**src/common/fir_settings.svh**
```systemverilog
`ifndef FIR_SETTINGS_SVH
`define FIR_SETTINGS_SVH

// ======================================================================
// datapath widths
// ======================================================================
`define FIR_SAMPLE_W        16
`define FIR_ACC_W           (2 * `FIR_SAMPLE_W)

// ======================================================================
// filter shape and derived timing
// ======================================================================
`define FIR_TAPS            4                           // unique taps
`define FIR_TOTAL_TAPS      (2 * `FIR_TAPS - 1)         // odd symmetry
`define FIR_PIPE_DELAY      (`FIR_TAPS + 4)             // advance cycles, input to result
`define FIR_FLUSH_PUSHES    (`FIR_TOTAL_TAPS - 1)       // zeros after the last sample
`define FIR_FLUSH_CYCLES    (`FIR_FLUSH_PUSHES + `FIR_PIPE_DELAY)

// complex taps, outermost first, center tap last
`define FIR_COEF_RE_0       (-8)
`define FIR_COEF_RE_1       (22)
`define FIR_COEF_RE_2       (-50)
`define FIR_COEF_RE_3       (-20)
`define FIR_COEF_IM_0       (-33)
`define FIR_COEF_IM_1       (38)
`define FIR_COEF_IM_2       (-41)
`define FIR_COEF_IM_3       (-8)

`endif

```
**src/common/fir_pkg.sv**
```systemverilog
`include "fir_settings.svh"

package fir_pkg;

    // scalar widths
    typedef logic signed [`FIR_SAMPLE_W-1:0] sample_t;
    typedef logic signed [`FIR_ACC_W-1:0]    acc_t;

    // complex sample, real part in the upper half
    typedef struct packed {
        sample_t re;
        sample_t im;
    } cplx_sample_t;

    // complex accumulator value
    typedef struct packed {
        acc_t re;
        acc_t im;
    } cplx_acc_t;

    // input stream payload
    typedef struct packed {
        cplx_sample_t data;
        logic         last;   // final sample of a frame
    } in_beat_t;

    // output stream payload
    typedef struct packed {
        cplx_acc_t data;
        logic      last;      // final result of a frame
    } out_beat_t;

    typedef enum logic {
        SEQ_STREAM,           // taking samples
        SEQ_FLUSH             // pushing zeros and draining
    } seq_state_t;

endpackage

```
**src/hdl/fir_top.sv**
```systemverilog
`timescale 1ns/1ns

module fir_top
    import fir_pkg::*;
(
    input  logic      clk,
    input  logic      rst,
    input  logic      in_valid,
    output logic      in_ready,
    input  in_beat_t  in_beat,
    output logic      out_valid,
    output out_beat_t out_beat
);

    cplx_sample_t push_sample;
    cplx_sample_t mirror_sample;
    logic         advance;
    logic         push_valid;
    logic         push_last;
    cplx_acc_t    chain_result;

    // ==================================================================
    // input side
    // ==================================================================
    frame_sequencer u_frame_sequencer (
        .clk           (clk),
        .rst           (rst),
        .in_valid      (in_valid),
        .in_ready      (in_ready),
        .in_beat       (in_beat),
        .push_sample   (push_sample),
        .mirror_sample (mirror_sample),
        .advance       (advance),
        .push_valid    (push_valid),
        .push_last     (push_last)
    );

    // systolic taps
    tap_chain u_tap_chain (
        .clk           (clk),
        .rst           (rst),
        .advance       (advance),
        .push_sample   (push_sample),
        .mirror_sample (mirror_sample),
        .chain_result  (chain_result)
    );

    output_framer u_output_framer (
        .clk           (clk),
        .rst           (rst),
        .advance       (advance),
        .push_valid    (push_valid),
        .push_last     (push_last),
        .chain_result  (chain_result),
        .out_valid     (out_valid),
        .out_beat      (out_beat)
    );

endmodule

```
**src/hdl/frame_sequencer.sv**
```systemverilog
`timescale 1ns/1ns
`include "fir_settings.svh"

module frame_sequencer
    import fir_pkg::*;
(
    input  logic         clk,
    input  logic         rst,
    input  logic         in_valid,
    output logic         in_ready,
    input  in_beat_t     in_beat,
    output cplx_sample_t push_sample,
    output cplx_sample_t mirror_sample,
    output logic         advance,
    output logic         push_valid,
    output logic         push_last
);

    localparam int MIRROR_TAP = `FIR_TOTAL_TAPS - 1;
    localparam int CNT_W      = $clog2(`FIR_FLUSH_CYCLES);

    seq_state_t       state;
    logic [CNT_W-1:0] flush_cnt;
    logic             accept;
    logic             flush_push;
    logic             flush_done;
    cplx_sample_t     delay_line [0:MIRROR_TAP];

    // ==================================================================
    // handshake and push control
    // ==================================================================
    assign in_ready   = (state == SEQ_STREAM);   // refuse only while flushing
    assign accept     = in_valid && in_ready;
    assign flush_push = (state == SEQ_FLUSH) && (flush_cnt < CNT_W'(`FIR_FLUSH_PUSHES));
    assign flush_done = (state == SEQ_FLUSH) && (flush_cnt == CNT_W'(`FIR_FLUSH_CYCLES - 1));

    assign advance     = accept || (state == SEQ_FLUSH);
    assign push_valid  = accept || flush_push;
    assign push_last   = (state == SEQ_FLUSH) && (flush_cnt == CNT_W'(`FIR_FLUSH_PUSHES - 1));
    assign push_sample = accept ? in_beat.data : '0;    // zeros during flush

    // frame state and flush counter
    always_ff @(posedge clk) begin
        if (rst) begin
            state     <= SEQ_STREAM;
            flush_cnt <= '0;
        end else begin
            case (state)
                SEQ_STREAM: begin
                    flush_cnt <= '0;
                    if (accept && in_beat.last) begin
                        state <= SEQ_FLUSH;
                    end
                end
                SEQ_FLUSH: begin
                    if (flush_done) begin
                        state     <= SEQ_STREAM;
                        flush_cnt <= '0;
                    end else begin
                        flush_cnt <= flush_cnt + 1'b1;
                    end
                end
                default: begin
                    state     <= SEQ_STREAM;
                    flush_cnt <= '0;
                end
            endcase
        end
    end

    // ==================================================================
    // mirror delay line for the symmetric pre-add
    // ==================================================================
    always_ff @(posedge clk) begin
        if (rst) begin
            for (int i = 0; i <= MIRROR_TAP; i++) begin
                delay_line[i] <= '0;
            end
        end else if (advance) begin
            delay_line[0] <= push_sample;
            for (int i = 1; i <= MIRROR_TAP; i++) begin
                delay_line[i] <= delay_line[i-1];
            end
        end
    end

    assign mirror_sample = delay_line[MIRROR_TAP];

    // a last beat blocks input for the whole flush, then ready returns
    a_flush_window: assert property (
        @(posedge clk) disable iff (rst)
        (accept && in_beat.last) |-> ##1 !in_ready ##(`FIR_FLUSH_CYCLES) in_ready
    );

endmodule

```
**src/hdl/output_framer.sv**
```systemverilog
`timescale 1ns/1ns
`include "fir_settings.svh"

module output_framer
    import fir_pkg::*;
(
    input  logic      clk,
    input  logic      rst,
    input  logic      advance,
    input  logic      push_valid,
    input  logic      push_last,
    input  cplx_acc_t chain_result,
    output logic      out_valid,
    output out_beat_t out_beat
);

    localparam int DEPTH = `FIR_PIPE_DELAY;

    logic [DEPTH-1:0] valid_pipe;
    logic [DEPTH-1:0] last_pipe;

    // tags follow the chain, frozen along with it
    always_ff @(posedge clk) begin
        if (rst) begin
            valid_pipe <= '0;
            last_pipe  <= '0;
        end else if (advance) begin
            valid_pipe <= {valid_pipe[DEPTH-2:0], push_valid};
            last_pipe  <= {last_pipe[DEPTH-2:0], push_last};
        end else begin
            valid_pipe[DEPTH-1] <= 1'b0;   // one pulse per result
            last_pipe[DEPTH-1]  <= 1'b0;
        end
    end

    assign out_valid = valid_pipe[DEPTH-1];
    assign out_beat  = '{data: chain_result, last: last_pipe[DEPTH-1]};

    a_last_has_valid: assert property (
        @(posedge clk) disable iff (rst)
        out_beat.last |-> out_valid
    );

endmodule

```
**src/tap_chain/systolic_tap.sv**
```systemverilog
`timescale 1ns/1ns
`include "fir_settings.svh"

module systolic_tap
    import fir_pkg::*;
(
    input  logic         clk,
    input  logic         rst,
    input  logic         advance,
    input  cplx_sample_t coef,
    input  cplx_sample_t sample_in,
    input  cplx_sample_t mirror_in,
    input  cplx_acc_t    casc_in,
    output cplx_sample_t sample_out,
    output cplx_acc_t    casc_out
);

    // one bit of growth for the pre-add
    typedef logic signed [`FIR_SAMPLE_W:0] preadd_t;

    cplx_sample_t sample_d1;
    cplx_sample_t sample_d2;
    cplx_sample_t mirror_q;
    preadd_t      pre_re;
    preadd_t      pre_im;
    cplx_acc_t    mult_q;
    cplx_acc_t    casc_q;

    // ==================================================================
    // pre-add, complex multiply, cascade add
    // ==================================================================
    always_ff @(posedge clk) begin
        if (rst) begin
            sample_d1 <= '0;
            sample_d2 <= '0;
            mirror_q  <= '0;
            pre_re    <= '0;
            pre_im    <= '0;
            mult_q    <= '0;
            casc_q    <= '0;
        end else if (advance) begin
            sample_d1 <= sample_in;
            sample_d2 <= sample_d1;              // two stages per tap
            mirror_q  <= mirror_in;

            pre_re <= preadd_t'(sample_d2.re) + preadd_t'(mirror_q.re);
            pre_im <= preadd_t'(sample_d2.im) + preadd_t'(mirror_q.im);

            // four real products
            mult_q.re <= acc_t'(pre_re) * acc_t'(coef.re)
                       - acc_t'(pre_im) * acc_t'(coef.im);
            mult_q.im <= acc_t'(pre_re) * acc_t'(coef.im)
                       + acc_t'(pre_im) * acc_t'(coef.re);

            casc_q.re <= mult_q.re + casc_in.re;
            casc_q.im <= mult_q.im + casc_in.im;
        end
    end

    assign sample_out = sample_d2;
    assign casc_out   = casc_q;

    // cascade must stay clean once reset has released
    a_casc_known: assert property (
        @(posedge clk) disable iff (rst)
        !$isunknown(casc_out)
    );

endmodule

```
**src/tap_chain/tap_chain.sv**
```systemverilog
`timescale 1ns/1ns
`include "fir_settings.svh"

module tap_chain
    import fir_pkg::*;
(
    input  logic         clk,
    input  logic         rst,
    input  logic         advance,
    input  cplx_sample_t push_sample,
    input  cplx_sample_t mirror_sample,
    output cplx_acc_t    chain_result
);

    localparam int TAPS = `FIR_TAPS;

    cplx_sample_t coef_tbl    [TAPS];
    cplx_sample_t sample_link [TAPS+1];   // last entry leaves the chain
    cplx_acc_t    casc_link   [TAPS+1];

    // coefficient table
    assign coef_tbl[0] = '{re: sample_t'(`FIR_COEF_RE_0), im: sample_t'(`FIR_COEF_IM_0)};
    assign coef_tbl[1] = '{re: sample_t'(`FIR_COEF_RE_1), im: sample_t'(`FIR_COEF_IM_1)};
    assign coef_tbl[2] = '{re: sample_t'(`FIR_COEF_RE_2), im: sample_t'(`FIR_COEF_IM_2)};
    assign coef_tbl[3] = '{re: sample_t'(`FIR_COEF_RE_3), im: sample_t'(`FIR_COEF_IM_3)};

    assign sample_link[0] = push_sample;
    assign casc_link[0]   = '0;           // chain starts from nothing

    for (genvar k = 0; k < TAPS; k++) begin : g_tap
        cplx_sample_t tap_mirror;

        // center tap of an odd filter has no partner
        assign tap_mirror = (k == TAPS - 1) ? '0 : mirror_sample;

        systolic_tap u_tap (
            .clk        (clk),
            .rst        (rst),
            .advance    (advance),
            .coef       (coef_tbl[k]),
            .sample_in  (sample_link[k]),
            .mirror_in  (tap_mirror),
            .casc_in    (casc_link[k]),
            .sample_out (sample_link[k+1]),
            .casc_out   (casc_link[k+1])
        );
    end

    assign chain_result = casc_link[TAPS];

endmodule

```
**config.mk**
```make
export PLATFORM = sky130hd
export DESIGN_NAME = fir_top
export DESIGN_NICKNAME = d
export VERILOG_FILES = /design/src/common/fir_pkg.sv /design/src/hdl/fir_top.sv /design/src/hdl/frame_sequencer.sv /design/src/hdl/output_framer.sv /design/src/tap_chain/systolic_tap.sv /design/src/tap_chain/tap_chain.sv
export VERILOG_INCLUDE_DIRS = /design/src /design/src/common
export SDC_FILE = /design/constraint.sdc
export NUM_CORES = 2
export LEC_CHECK = 0
export BUFFER_PORTS_ARGS = -buffer_cell sky130_fd_sc_hd__buf_2
export CAP_MARGIN = 20
export CORE_MARGIN = 4
export CORE_UTILIZATION = 30
export DETAILED_ROUTE_END_ITERATION = 10
export PLACE_DENSITY = 0.56
export SETUP_SLACK_MARGIN = 0.1
export SLEW_MARGIN = 30
export SYNTH_ARGS = -nofsm -noshare
export SYNTH_HDL_FRONTEND = slang
export SYNTH_SLANG_ARGS = --single-unit
```
**constraint.sdc**
```tcl
create_clock -name clk -period 10.16 [get_ports clk]
set_clock_uncertainty 0.05 [all_clocks]
set_input_delay 1.524 -clock clk [delete_from_list [all_inputs] [get_ports clk]]
set_output_delay 1.524 -clock clk [all_outputs]
set_load 0.02 [all_outputs]
```
== Word-level counts from Yosys, hierarchy flattened ==
Memories as Yosys holds them, arrays and structs flattened. A register that Yosys moved wholly into a read port is not among the register bits.
Index checks and enable logic that the tools add are counted.
Widths: inputs -> output; s select.

* RAM bits: 224
* Register bits: 923
* Bits in latches: 0
* Output and inout bits: 67
* Memories: 1
* Word-level logic and storage cells: 122
* Memory bits (read-only): 0

{| class="wikitable"
|+ Memory list
! memory !! depth !! bits a word !! rd ports !! clocked after Yosys merged registers in !! write ports !! RTL line !! RTL
|-
| u_frame_sequencer.delay_line || 7 || 32 || 7 || 1 || 7 || frame_sequencer.sv:27 || <nowiki>cplx_sample_t delay_line [0:MIRROR_TAP];</nowiki>
|}

* Bitwise operators: 9
* Multiply operators: 12
* Reduce and logical (&&, ||, !) cells: 8
* Shift operators: 0
* $lt $le $gt $ge: 1
* $add $sub $neg: 25
* Divide/modulo/power cells: 0
* Multiplexer cells: 18
* Equal/unequal tests: 2

{| class="wikitable"
|+ Operators with widths
! operator !! number
|-
| $mux 32 || 8
|-
| $add 32x32->32 || 6
|-
| $add 16x16->17 || 6
|-
| $mul 17x7->24 const B || 4
|-
| $mul 17x6->23 const B || 4
|-
| $neg 16->29 || 2
|-
| $neg 17->29 || 2
|-
| $mul 17x5->22 const B || 2
|-
| $mul 16x4->20 const B || 2
|-
| $add 24x32->32 || 1
|-
| $add 32x22->32 || 1
|-
| $sub 22x32->32 || 1
|-
| $sub 32x24->32 || 1
|-
| $add 24x23->25 || 1
|-
| $add 24x24->25 || 1
|-
| $sub 23x24->25 || 1
|-
| $sub 24x24->25 || 1
|-
| $pmux 4 s2 || 1
|-
| $mux 1 || 7
|-
| $or 1x1->1 || 7
|-
| $logic_and 1x1->1 || 5
|-
| $add 4x1->4 const B || 1
|-
| $eq 4x3->1 const B || 1
|-
| $eq 4x4->1 const B || 1
|-
| 6 further kinds || 8
|}

== Depth between registers and ports, before layout ==
* Depth in word-level cells: 7
* Gate-level depth with buffers: 33
* Gate-level depth less buffers: 33

== By module ==
From an unflattened synthesis, not the netlist that was laid out.

* Cells, all modules: 24220
* Area total of the unflattened synthesis: 226392.1 sq um

{| class="wikitable"
|+ Modules (own cells, without submodules)
! module !! times used !! cells an instance !! area an instance (sq um) !! sequential area each (sq um)
|-
| systolic_tap (u_tap_chain.g_tap[1].u_tap ...) || 2 || 5887 || 54136.9 || 5165.0
|-
| systolic_tap (u_tap_chain.g_tap[3].u_tap) || 1 || 5914 || 54148.2 || 5165.0
|-
| systolic_tap (u_tap_chain.g_tap[0].u_tap) || 1 || 5878 || 53976.8 || 5165.0
|-
| frame_sequencer || 1 || 538 || 8928.6 || 6826.5
|-
| output_framer || 1 || 114 || 1057.3 || 320.3
|-
| tap_chain || 1 || 2 || 7.5 || 0.0
|}

== Least setup slack after synthesis ==
OpenSTA, ideal clock, no wires.

* Path type: in2reg
* From: input rst
* To: register u_tap_chain.g_tap[1].u_tap.pre_re[11]
* Library setup time: 0.447 ns
* Data arrival time: 9.069 ns
* Path slack: 0.594 ns
* Cell stages on the path: 6
* Required time: 9.663 ns
* Cells stage by stage: clkbuf_1 > nor3_1 > clkinv_1 > clkbuf_1 > clkbuf_1 > o32ai_1

{| class="wikitable"
|+ RTL lines
! item !! RTL line !! RTL
|-
| start: declaration || fir_top.sv:7 || <nowiki>input logic rst,</nowiki>
|-
| end signal: assignment || systolic_tap.sv:46 || <nowiki>pre_re <= preadd_t'(sample_d2.re) + preadd_t'(mirror_q.re);</nowiki>
|-
| end: declaration || systolic_tap.sv:24 || <nowiki>preadd_t pre_re;</nowiki>
|}

== Worst setup path after layout ==
* From: register u_tap_chain.g_tap[2].u_tap.pre_im[5]
* To: register u_tap_chain.g_tap[2].u_tap.mult_q[30] (netlist bit)

* Longest elaborated chain between the ends: 2

{| class="wikitable"
|+ Ends and longest elaborated chain
! item !! RTL line !! RTL
|-
| start: declaration || systolic_tap.sv:25 || <nowiki>preadd_t pre_im;</nowiki>
|-
| start signal: assignment || systolic_tap.sv:47 || <nowiki>pre_im <= preadd_t'(sample_d2.im) + preadd_t'(mirror_q.im);</nowiki>
|-
| $mul 17x6->23 || systolic_tap.sv:53 || <nowiki>+ acc_t'(pre_im) * acc_t'(coef.re);</nowiki>
|-
| $add 24x24->25 || systolic_tap.sv:53 ||
|-
| end: declaration || systolic_tap.sv:26 || <nowiki>cplx_acc_t mult_q;</nowiki>
|}

No other way between the ends.
A chain may end at the register's enable or synchronous reset.

==> results.ini <==
[drt]
via_count=62300
postRouteAntennaNets=0
highest_layer=met4
drt_first_pass_iters=5
totalWireLength_um=246000
wl_met2_um=111000
dr.first_iter.drc_count=4062
wl_per_cell_um=19.2
met3_length_um=8690
vias_per_cell=4.88
drc_errors=0
wl_met1_um=119000

[timing]
worst_slack_ns=1.27
rsz0062_at_grt=no
fin_setup_tns_ns=0
fin_crit_ns=8.89
setup_viol=0
holdWs_ns=0.369
slew_violations=0
tightest_slew_ns=0.998
period_share_pct=87.5
finalHoldViolCount=0
maxSlewHeadroom_pct=32.6
fmax_ghz=0.112

[critical_path]
max_stage_delay_ns=0.58
cp-start-kind=flop
arrival_ns=9.40
required_ns=10.67
critPathKind=reg -> reg
slowest_stage=o41ai_1
critPathCaptureType=flop
cp_max_fo=7
cpMostUsedCell=fa_1

[die]
die_h_um=537
pin_count=103
die_area_mm2=0.289
die_w_um=537
initial_core_util_pct=30.1
row_count=194
core-area_mm2=0.279

[power_and_ir_drop]
power_switching_mw=9.43
clkPwrFrac_pct=21.4
p_leak_nw=42.4
p_sw_share_pct=43.3
seqPwrFrac_pct=25.3
power_mw=21.8
powerDensity_mw_per_mm2=236
internal_power_mw=12.4
irDropWorstVdd_mv=0.221
comb_power_share_pct=53.3

[run]
maxCapViolations=0

[clocking]
cts_buffers=120
ctsRootBufferMaster=clkbuf_16
clockBufferDepth=3
clock_latency_ns=0.78
cts_resized=0
cts.sinks=1144
tritoncts=yes
h-tree-depth=3
post_cts_buffers=0
cts_hold_buf=0
clk_pin_slew_ns=0.08

[yosys]
yosysSeqAreaShare_pct=29.9
synth_top_area_share_pct=21.9
ys_types=87
syn_avg_cell_area_um2=9.34
syn-instance-count=8996
yosysMostFrequentCell=inv_1
synth.area.top_cells=dfxtp_1, ha_1, fa_1
ys.warnings.count=0
synth_nets=10600
yosys-top-cells-count=inv_1, ha_1, dfxtp_1, nand2_1, o21ai_0
synth-edff-count=224
synth_area_mm2=0.0840
async_reset_ff_share_pct=0
ys_ff_latch=1144
synthFlopType=dfxtp_1
yosys.area.top_type=dfxtp_1

[grt]
grt_pass1_vias=62800
grt_use_total_pct=16.7
antenna_found_initial=12
grt_pass1_wl_um=376000
grt-ovfl-total=0
grt_max_degree=217

[place]
numPortBuffers=102
placedCellCount=12500
place_area_mm2=0.0882
pre_cts_ws_ns=1.23
place_hpwl_um=196000
place_congestion=0.916

[hold_path]
hold_class=reg -> reg

[final_layout]
fin_nets=10600
fin_area_mm2=0.0924
fillCellCount=28700
drive_gt1_share_pct=4.45
syn2layout_area_growth_pct=9.93
final_cells=12800
final_util_pct=33.1

[run_status]
status=complete, no violations

## final cells by class
cell class / instances / area, µm² / share of cell area [%]
inverters: 1197 / 4500 / 4.87
repair buffers: 135 / 886 / 0.959
flip-flops and latches: 1144 / 25100 / 27.2
clock buffers: 166 / 3400 / 3.68
well taps: 3724 / 4660 / 5.04
diodes: 4 / 10.0 / 0.0108
clock inverters: 61 / 764 / 0.828
multi-input cells: 6345 / 53000 / 57.4
## kinds of logic after synthesis
| family | count (synthesis) | share of synthesized area [%] |
|---|---|---|
| muxes | 27 | 0.335 |
| and+or+nand+nor | 1851 | 10.5 |
| AOI/OAI and AO/OA | 2226 | 17.6 |
| xor gates and xnor gates | 652 | 6.80 |
| DFF | 1144 | 29.9 |
| adders and majority gates | 1589 | 27.8 |
| buffers and inverters | 1507 | 7.02 |
## path summary, 6_finish.rpt
path | cells after the start | slack (ns) | to | from
worst max-delay path | 30 | 1.27 | u_tap_chain.g_tap[2].u_tap.mult_q[30]$_SDFFE_PP0N_ | u_tap_chain.g_tap[2].u_tap.pre_im[5]$_SDFFE_PP0N_
worst max register to register | 30 | 1.27 | u_tap_chain.g_tap[2].u_tap.mult_q[30]$_SDFFE_PP0N_ | u_tap_chain.g_tap[2].u_tap.pre_im[5]$_SDFFE_PP0N_
worst min-delay path | 2 | 0.37 | u_tap_chain.g_tap[3].u_tap.pre_re[12]$_SDFFE_PP0N_ | u_tap_chain.g_tap[3].u_tap.sample_out[28]$_SDFFE_PP0N_
worst min register to register | 2 | 0.37 | u_tap_chain.g_tap[3].u_tap.pre_re[12]$_SDFFE_PP0N_ | u_tap_chain.g_tap[3].u_tap.sample_out[28]$_SDFFE_PP0N_
## power groups by stage
| stage | Clock, mW | Sequential [mW] | Combinational, mW |
|---|---|---|---|
| 2_1_floorplan | 0 | 5.40 | 8.36 |
| 3_3_place_gp | 0 | 5.60 | 11.4 |
| 3_5_place_dp | 0 | 5.61 | 11.6 |
| 4_1_cts | 4.81 | 5.51 | 11.7 |
| 5_1_grt | 4.98 | 5.55 | 13.0 |
| 6_report | 4.66 | 5.51 | 11.6 |
## worst max-delay path, delay by kind of cell (launching register included)
kind            cells  cell delay [ns]
buf+inv             4             0.48
compound gates     12             2.62
simple gates        2             0.61
flops               1             0.53
xor+xnor            2             0.28
fa+ha+maj          10             4.13
## routing by layer
metal  vias up  GRT usage (%)
met5         -              0
met4         0           4.36
met3       260           1.82
met2      1075           27.5
met1     30200           23.3
li1      30800              -
## flip-flops by register name (all words and copies together) (netlist names)
register                            flops
u_frame_sequencer.flush_cnt             4
u_tap_chain.g_tap.u_tap.mult_q        221
u_output_framer.valid_pipe              8
u_tap_chain.g_tap.u_tap.casc_out      256
u_output_framer.last_pipe               8
u_tap_chain.g_tap.u_tap.sample_d1     128
u_frame_sequencer.delay_line          224
u_tap_chain.g_tap.u_tap.sample_out    128
u_tap_chain.g_tap.u_tap.mirror_q       32
u_frame_sequencer.state                 1
u_tap_chain.g_tap.u_tap.pre_im         67
u_tap_chain.g_tap.u_tap.pre_re         67
## placed cells by master (no fill, tap or decap), types with 222 or more instances in the layout
cell	netlist	routed
and2_1	222	222
fa_1	468	468
xnor2_1	421	420
inv_1	1193	1193
edfxtp_1	224	224
a21o_1	238	238
nor2_1	354	353
xor2_1	231	231
a22o_1	347	347
nand2_1	674	674
a21oi_1	379	379
dfxtp_1	920	920
ha_1	1121	1121
o21ai_0	644	644
(Power assumes the default switching activity.)
